`src/hdl/search_result.sv`:
```
// search_result: busy tracking plus the registered done pulse and held verdict
`timescale 1ns/1ps
`default_nettype none

module search_result (
    input  logic i_clk,
    input  logic i_rst,
    input  logic i_launch,
    input  logic i_done,
    input  logic i_win,
    output logic o_busy,
    output logic o_done,
    output logic o_win
);

    logic busy_q;

    always_ff @(posedge i_clk) begin
        if (i_rst) begin
            busy_q <= 1'b0;
            o_done <= 1'b0;
            o_win  <= 1'b0;
        end else begin
            // busy drops in the same cycle as o_done
            if (i_launch) begin
                busy_q <= 1'b1;
            end else if (i_done) begin
                busy_q <= 1'b0;
            end
            o_done <= i_done;
            if (i_done) begin
                o_win <= i_win;
            end
        end
    end

    // launch cycle already counts as busy
    assign o_busy = busy_q || i_launch;

endmodule

`default_nettype wire

```
`config.mk`:
```
export PLATFORM = sky130hd
export DESIGN_NAME = search_result
export DESIGN_NICKNAME = d
export VERILOG_FILES = /design/src/hdl/search_result.sv
export SDC_FILE = /design/constraint.sdc
export NUM_CORES = 1
export LEC_CHECK = 0
export ABC_AREA = 1
export BUFFER_PORTS_ARGS = -buffer_cell sky130_fd_sc_hd__buf_2
export CORE_AREA = 2 2 39 41
export DETAILED_ROUTE_END_ITERATION = 10
export DIE_AREA = 0 0 41 43
export PLACE_DENSITY_LB_ADDON = 0.2
export SKIP_LAST_GASP = 1
export SLEW_MARGIN = 40
export SYNTH_ARGS = -nofsm -noshare
export SYNTH_HDL_FRONTEND = slang
export SYNTH_SLANG_ARGS = --single-unit
```
`constraint.sdc`:
```
create_clock -name i_clk -period 1.19 [get_ports i_clk]
set_clock_uncertainty 0.1 [all_clocks]
set_input_delay 0 -clock i_clk [delete_from_list [all_inputs] [get_ports i_clk]]
set_output_delay 0 -clock i_clk [all_outputs]
set_load 0.1 [all_outputs]
```
==> impl_metrics.py <==
metrics = {
    "route": {
        "vias_per_cell": 2.85,
        "drt-initial-drc-count": 0,
        "detail-route-antenna-nets": 0,
        "num_vias": 137,
        "firstDrtPassIters": 1,
        "drc": 0,
        "avgRoutedWirePerCell_um": 5.71,
        "wl_um": 274,
    },
    "global_routing": {
        "grt_pass1_vias": 115,
        "grt_use_met3_pct": 1.57,
        "grtUsageTotal_pct": 3.80,
        "antenna_found_initial": 0,
        "grt_max_degree": 5,
        "grt_pass1_wl_um": 420,
        "grt_use_met2_pct": 5.31,
        "gr-usage-met1_pct": 3.81,
        "gr-total-overflow": 0,
        "grt.busiest_layer": "met2",
    },
    "worst_setup_path": {
        "path_cells": "dlygate4sd3_1, buf_2, nor2_2, inv_1, buf_12",
        "reg2reg_depth": 2,
        "slowest_stage": "dlygate4sd3_1",
        "cp.arrival_ns": 1.02,
        "endpoint_kind": "output port",
        "cp-start-kind": "input port",
        "crit_required_ns": 1.09,
        "critical_path_class": "input port to output port",
        "slowest_delay_ns": 0.53,
        "cp_max_fo": 2,
    },
    "timing": {
        "tns_ns": 0,
        "setup_viol": 0,
        "timing.final.crit_share_pct": 94.1,
        "period_minus_slack_ns": 1.12,
        "finalMaxSlewViolations": 0,
        "worstMarginPinSlew_ns": 0.486,
        "hold_viol_final": 0,
        "timing.fmax_mhz": 893,
        "grt_setup_unrepaired": "false",
        "slew_headroom_pct": 67.8,
    },
    "synth": {
        "synthXorXnorAreaFrac_pct": 0,
        "synthDistinctLibCells": 5,
        "synth_top_family_by_area": "simple AND/OR/NAND/NOR gates",
        "syn_nets": 22,
        "yosys.area_share.simple_pct": 31.5,
        "synth_seq_cells": 3,
        "netlist_area_um2": 115,
        "synth_compound_area_share_pct": 0,
        "yosys_warnings": 0,
        "yosys.area_share.adder_pct": 0,
        "synthMuxAreaShare_pct": 0,
        "synth.avg_cell_area_um2": 6.77,
        "synthCells": 17,
        "synth.yosys.seq_area_share_pct": 52.2,
    },
    "pwr": {
        "power_uw": 386,
        "vdd_drop_max_uv": 249,
        "p_per_area_nw_per_um2": 1510,
        "leakage_uw": 0.000139,
    },
    "clock_tree": {
        "ctsRootBufferMaster": "clkbuf_4",
        "numCtsBuffers": 3,
        "clock-sinks": 3,
        "htree_levels": 1,
        "clk_path_buf_depth": 2,
        "clkTransAtPathRegs_ns": 0.04,
        "cts_tree": "built",
        "postCtsSetupRepairBufs": 0,
        "clock_latency_ns": 0.23,
    },
    "final_layout": {
        "nets": 38,
        "multiInputGateArea_um2": 38.8,
        "post-route-util_pct": 18.4,
        "final_area_um2": 255,
        "area_growth_pct": 122,
        "drive_above_1_share_pct": 40.6,
        "stdcell_count": 48,
        "diodes": 0,
        "nFillCells": 161,
        "regArea_um2": 61.3,
    },
    "floorplanning": {
        "die_area_um2": 1760,
        "fp.dieW_um": 41,
        "fp-row-count": 14,
        "die_h_um": 43,
        "initial_core_util_pct": 8.32,
        "core_um2": 1380,
        "pin_count": 8,
    },
    "place": {
        "place_area_um2": 186,
        "hpwlAfterDp_um": 193,
        "gp_congestion": 0.512,
        "io_buffers": 7,
        "dpl.cell_count": 40,
    },
    "worst_hold_path": {
        "min_path_type": "register to register",
        "min_path_cells": 2,
    },
    "status": {
        "status": "finished clean",
    },
    "flow_run": {
        "maxCapViolCount": 0,
    },
}
==> cell usage after synthesis <==
cell	n	area share (%)
nor2_2	1	5.4
dfxtp_1	3	52
inv_1	5	16
nor2_1	4	13
nand2_1	4	13
==> registers in the layout (all words and copies together), names as in the netlist <==
signal  count
o_done      1
o_win       1
busy_q      1
==> per-layer routing <==
metal / wire, µm / vias to the layer above / share of wire [%]
met3: 8 / 0 / 2.9
li1: - / 75 / -
met1: 116 / 60 / 42
met4: 0 / 0 / 0
met2: 149 / 2 / 54
met5: 0 / - / 0
==> critical path, delay by kind of cell <==
family                 cells  cell delay (ns)
and+or+nand+nor            1             0.11
buffers and inverters      4             0.91
==> cells in the final DEF (no fill, tap or decap), types with 2 or more instances in the layout <==
master / Yosys / routed
nor2_2: 1 / 2
buf_2: 0 / 6
dlygate4sd3_1: 0 / 4
inv_1: 5 / 5
dfxtp_1: 3 / 2
nor2_1: 4 / 3
clkbuf_4: 0 / 3
nand2_1: 4 / 4
==> repair_timing <==
| action | in CTS | in global routing |
|---|---|---|
| endpoints found under the setup margin | 0 | 1 |
| hold buffers | 4 | 0 |
| gates resized for setup | 0 | 1 |
| hold endpoints to repair | 3 | 0 |
==> final timing paths <==
| check | endpoint | from | slack (ns) |
|---|---|---|---|
| max | o_busy | i_launch | 0.07 |
| min | o_win | o_win | 0.37 |
| max reg2reg | busy_q | busy_q | 0.50 |
| min reg2reg | o_win | o_win | 0.37 |
==> logic make-up after synthesis <==
logic type             Yosys count
DFF                              3
and+or+nand+nor                  9
buffers and inverters            5
==> final cells by class <==
cell class	instances	area share, %
inverter	5	7.35
clock buffer	4	10.3
timing repair buffer	11	35.3
multi-input combinational	9	15.2
sequential	3	24.0
tap	16	7.84
==> stage by stage <==
step	hold slack, ns	setup slack [ns]
6_report	0.372	0.0705
5_1_grt	0.395	0.0197
4_1_cts	0.371	0.00543
3_5_place_dp	0.0764	0.368
3_3_place_gp	0.0757	0.377
2_1_floorplan	-0.0288	0.164
==> power breakdown <==
group | leakage [µW] | switching (µW) | total (µW) | internal, µW
combinational | 0.0000985 | 66.3 | 97.8 | 31.5
sequential | 0.0000253 | 2.37 | 110 | 108
clock | 0.0000150 | 52.3 | 178 | 126
total | 0.000139 | 121 | 386 | 265
(Power assumes the default switching activity.)
