--- config.mk ---
export PLATFORM = sky130hd
export DESIGN_NAME = board_loader_flat
export DESIGN_NICKNAME = d
export VERILOG_FILES = /design/src/hdl/gomoku_pkg.sv /design/src/hdl/search_if.sv /design/src/hdl/board_loader.sv /design/src/flat_wrapper.sv
export SDC_FILE = /design/constraint.sdc
export NUM_CORES = 1
export LEC_CHECK = 0
export BUFFER_PORTS_ARGS = -buffer_cell sky130_fd_sc_hd__buf_2
export CAP_MARGIN = 5
export CORE_AREA = 5 5 190 192
export CTS_CLUSTER_SIZE = 8
export DETAILED_ROUTE_END_ITERATION = 7
export DIE_AREA = 0 0 195 197
export GPL_ROUTABILITY_DRIVEN = 0
export PLACE_DENSITY = 0.76
export REMOVE_ABC_BUFFERS = 1
export SETUP_SLACK_MARGIN = 0.05
export SYNTH_ARGS = -nofsm -noshare
export SYNTH_HDL_FRONTEND = slang
export SYNTH_SLANG_ARGS = --single-unit
--- constraint.sdc ---
create_clock -name i_clk -period 4.8 [get_ports i_clk]
set_input_delay 0.96 -clock i_clk [delete_from_list [all_inputs] [get_ports i_clk]]
set_output_delay 0.96 -clock i_clk [all_outputs]
set_load 0.05 [all_outputs]
--- src/hdl/gomoku_pkg.sv ---
// gomoku package: cell and board types plus the game constants shared by the solver
`default_nettype none

package gomoku_pkg;

    // largest supported board edge, sizes all board storage
    localparam int MAX_BOARD_N = 15;

    // stones needed in one line for a win
    localparam int WIN_LEN = 5;

    // width of the remaining-ply count
    localparam int PLY_W = 4;

    // one row word, two bits per column, column 0 in the low bits
    localparam int ROW_W = MAX_BOARD_N * 2;

    // state of a single cell
    typedef logic [1:0] cell_t;

    localparam cell_t CELL_EMPTY = 2'd0;
    localparam cell_t CELL_BLACK = 2'd1;
    localparam cell_t CELL_WHITE = 2'd2;

    // board[row][col], 450 bits
    // with a smaller board only the top-left square is used
    typedef cell_t [MAX_BOARD_N-1:0][MAX_BOARD_N-1:0] board_t;

endpackage

`default_nettype wire

--- src/hdl/search_if.sv ---
// search_if: request and verdict between one search ply and the ply below it
`timescale 1ns/1ps
`default_nettype none

interface search_if import gomoku_pkg::*; ();

    // one-cycle request pulse from the parent
    logic             start;
    // trial board, held while the child works
    board_t           board;
    // plies still allowed below the child
    logic [PLY_W-1:0] remain;
    // one-cycle answer pulse from the child
    logic             done;
    // black wins from that board, valid with done
    logic             win;

    modport parent (
        output start,
        output board,
        output remain,
        input  done,
        input  win
    );

    modport child (
        input  start,
        input  board,
        input  remain,
        output done,
        output win
    );

endinterface

`default_nettype wire

--- src/hdl/board_loader.sv ---
// board_loader: stores board rows, latches the search depth and launches the root ply
`timescale 1ns/1ps
`default_nettype none

module board_loader import gomoku_pkg::*; #(
    parameter int BOARD_N   = 15,
    parameter int MAX_DEPTH = 2
) (
    input  logic             i_clk,
    input  logic             i_rst,
    input  logic             i_row_we,
    input  logic [3:0]       i_row_idx,
    input  logic [ROW_W-1:0] i_row_data,
    input  logic             i_start,
    input  logic [1:0]       i_depth,
    input  logic             i_busy,
    search_if.parent         o_root
);

    // deepest depth the chain can serve
    localparam logic [1:0] DEPTH_CAP = (MAX_DEPTH >= 3) ? 2'd3 : 2'(MAX_DEPTH);

    board_t     board_q;
    logic [1:0] depth_q;
    logic       start_q;
    logic       launch;
    logic       row_ok;

    assign launch = i_start && !i_busy;
    assign row_ok = (int'(i_row_idx) < BOARD_N);

    // board and depth are payload only
    always_ff @(posedge i_clk) begin
        if (i_row_we && !i_busy && row_ok) begin
            board_q[i_row_idx] <= i_row_data;
        end
        if (launch) begin
            if (i_depth > DEPTH_CAP) begin
                depth_q <= DEPTH_CAP;
            end else begin
                depth_q <= i_depth;
            end
        end
    end

    always_ff @(posedge i_clk) begin
        if (i_rst) begin
            start_q <= 1'b0;
        end else begin
            start_q <= launch;
        end
    end

    // black and white alternate, so two plies per depth step
    assign o_root.start  = start_q;
    assign o_root.board  = board_q;
    assign o_root.remain = PLY_W'({depth_q, 1'b0});

endmodule

`default_nettype wire

--- src/flat_wrapper.sv ---
// flat-port wrapper written by rule: the top's interface ports become plain ports
module board_loader_flat import gomoku_pkg::*;
#(
    parameter int BOARD_N   = 15,
    parameter int MAX_DEPTH = 2
)
  (i_clk, i_rst, i_row_we, i_row_idx, i_row_data, i_start, i_depth, i_busy, o_root_start, o_root_board, o_root_remain, o_root_done, o_root_win);
  search_if o_root_i ();
  input  logic i_clk;
  input  logic i_rst;
  input  logic i_row_we;
  input  logic [3:0] i_row_idx;
  input  logic [ROW_W-1:0] i_row_data;
  input  logic i_start;
  input  logic [1:0] i_depth;
  input  logic i_busy;
  output wire logic [$bits(o_root_i.start)-1:0] o_root_start;
  output wire logic [$bits(o_root_i.board)-1:0] o_root_board;
  output wire logic [$bits(o_root_i.remain)-1:0] o_root_remain;
  input wire logic [$bits(o_root_i.done)-1:0] o_root_done;
  input wire logic [$bits(o_root_i.win)-1:0] o_root_win;
  assign o_root_start = o_root_i.start;
  assign o_root_board = o_root_i.board;
  assign o_root_remain = o_root_i.remain;
  assign o_root_i.done = o_root_done;
  assign o_root_i.win = o_root_win;
  board_loader #(.BOARD_N(BOARD_N), .MAX_DEPTH(MAX_DEPTH)) u_core (.i_clk(i_clk), .i_rst(i_rst), .i_row_we(i_row_we), .i_row_idx(i_row_idx), .i_row_data(i_row_data), .i_start(i_start), .i_depth(i_depth), .i_busy(i_busy), .o_root(o_root_i));
endmodule
==> results.tsv <==
metric	value	unit
fillers	2594	
ir_drop	0.3962	mV
cp_cell_sequence	buf_2 -> or4b_4 -> nor2_4	
synthMuxAreaShare	0	
cts_resized	0	
synth_fa_ha_area_frac	0	
wl	36540	µm
p_leak	6.982	nW
relSlewSlack	0.1128	
die_height	197	µm
final_antenna_net_count	0	
setup-violations-final	0	
wl_per_cell	24.12	µm
hold_viol_final	0	
routed-via-count	7179	
syn2layout_area_growth	36.00	%
status	finished clean	
num_io_pins	498	
cts_made_buffers	66	
postSynthCellCount	482	
avgSynthCellArea	28.55	µm²
fp.dieW	195	µm
hp-class	in -> reg	
dr.pass1.iters	6	
initial_utilization	0.4024	
synth-seq-cells	453	
cts_tree	yes	
slew_violations	0	
synth_compound_area_frac	0	
vias_per_cell	4.739	
final_cell_mix	buf_2 (493), edfxtp_1 (452), clkbuf_16 (67)	
fin_util	0.5472	
cts_setup_buffers	0	
io_buffer_count	493	
htree_num_levels	3	
critPathBufInv	1	
yosys.area_share.simple	0.01064	
crit_family	simple AND/OR/NAND/NOR gates	
startpoint_type	primary input	
clk_pin_slew	50	ps
grt_max_degree	31	
p_per_area	466.1	mW/mm²
critPathMaxStageDelay	1040	ps
endpoint_kind	flip-flop	
cp.required	4940	ps
min_period	2653	ps
final.setup.tns	0	ps
finalNetCount	1091	
worstPathArrival	2790	ps
cp_slowest_cell	nor2_4	
tightest_slew	1328	ps
cts.sinks	453	
clockBufferDepth	3	
hpwl	22230	µm
cts_hold_buf	0	
num_rows	68	
yosys.area_share.xor_xnor	0	
critPathMaxFanout	30	
worstSetupPathType	in -> reg	
die-area	0.03842	mm²
clock.fmax	0.3769	GHz
coreArea	0.03420	mm²
grt_setup_unrepaired	false	
grt-ovfl-total	0	
synth_area	0.01376	mm²
yosys_warnings	0	
drtIter0Drc	517	
synth-seq-area-share	0.9877	
layout_commonest_cell	buf_2	
drcViolationCount	0	
grt_pass1_wl	50780	µm
post-layout-total-power	0.008724	W
cts_root_buf	clkbuf_16	
synth_top_family_by_area	simple AND/OR/NAND/NOR gates	
layout-drive-gt1-share	0.5562	
antenna_found_initial	1	
post-route-period-util	0.5528	
grt_pass1_vias	7428	
globalRouteTotalUtil	0.1824	
synth_cell_types	14	
drv_cap	0	
state kept, by name, summed over array words and instances (netlist names):
| register | cells |
|---|---|
| u_core.depth_q | 2 |
| u_core.o_root.start | 1 |
| u_core.o_root.board | 450 |
Yosys cell counts:
| cell type | instances | area, µm² |
|---|---|---|
| nand4b_1 | 1 | 8.760 |
| nand4bb_1 | 2 | 22.52 |
| clkbuf_1 | 1 | 3.750 |
| or4b_4 | 1 | 13.76 |
| nor2_1 | 11 | 41.29 |
| nor3_2 | 1 | 10.01 |
| nor3_1 | 3 | 15.01 |
| nand2_1 | 1 | 3.750 |
| dfxtp_1 | 1 | 20.02 |
| nor2b_1 | 3 | 18.77 |
| nand2b_1 | 2 | 12.51 |
| buf_4 | 2 | 15.01 |
| conb_1 | 1 | 3.750 |
| edfxtp_1 | 452 | 13570 |
cells by family (layout without fill, tap and decap cells):
| family | after synthesis | count (layout) |
|---|---|---|
| flops | 453 | 453 |
| simple gates | 25 | 25 |
| buf+inv | 3 | 579 |
| other cells | 1 | 3 |
cell type report:
class | instances | area [µm²] | share of cell area
tap | 455 | 569.3 | 0.03042
clock inverter | 6 | 75.07 | 0.004011
multi-input combinational | 27 | 257.7 | 0.01377
antenna | 1 | 2.502 | 0.0001337
timing repair buffer | 500 | 2520 | 0.1346
clock buffer | 73 | 1699 | 0.09078
sequential | 453 | 13590 | 0.7262
report_power, final:
group	internal (W)	switching (W)
registers	0.00441	0.0000116
logic	0.0000437	0.000259
clock network	0.00248	0.00152
worst paths after layout:
| path | to | depth (start not counted) | startpoint | slack, ps |
|---|---|---|---|---|
| max | u_core.o_root.board[144]$_DFFE_PP_ | 3 | i_busy | 2150 |
| min | u_core.o_root.start$_SDFF_PP0_ | 2 | i_rst | 580 |
stage by stage:
step	area (µm²)	worst slack (ps)	std cells	hold slack (ps)
CTS	18710	2172	1514	540.0
detailed placement	16940	1612	1435	1142
global placement	16940	1685	1435	1129
floorplan	13750	1050	480	1032
global route	18720	2113	1515	545.2
finish	18720	2147	1515	580.6
per-layer routing:
metal  vias up  share of wire  GRT usage  wire length (µm)
li1       3082              -          -                 -
met1      3581           0.37     0.2260             13670
met2       463           0.49     0.3010             18070
met3        53           0.11    0.06821              4021
met4         0          0.021    0.05922               777
met5         -              0          0                 0
No activity file was read; power rests on OpenSTA's default activity.
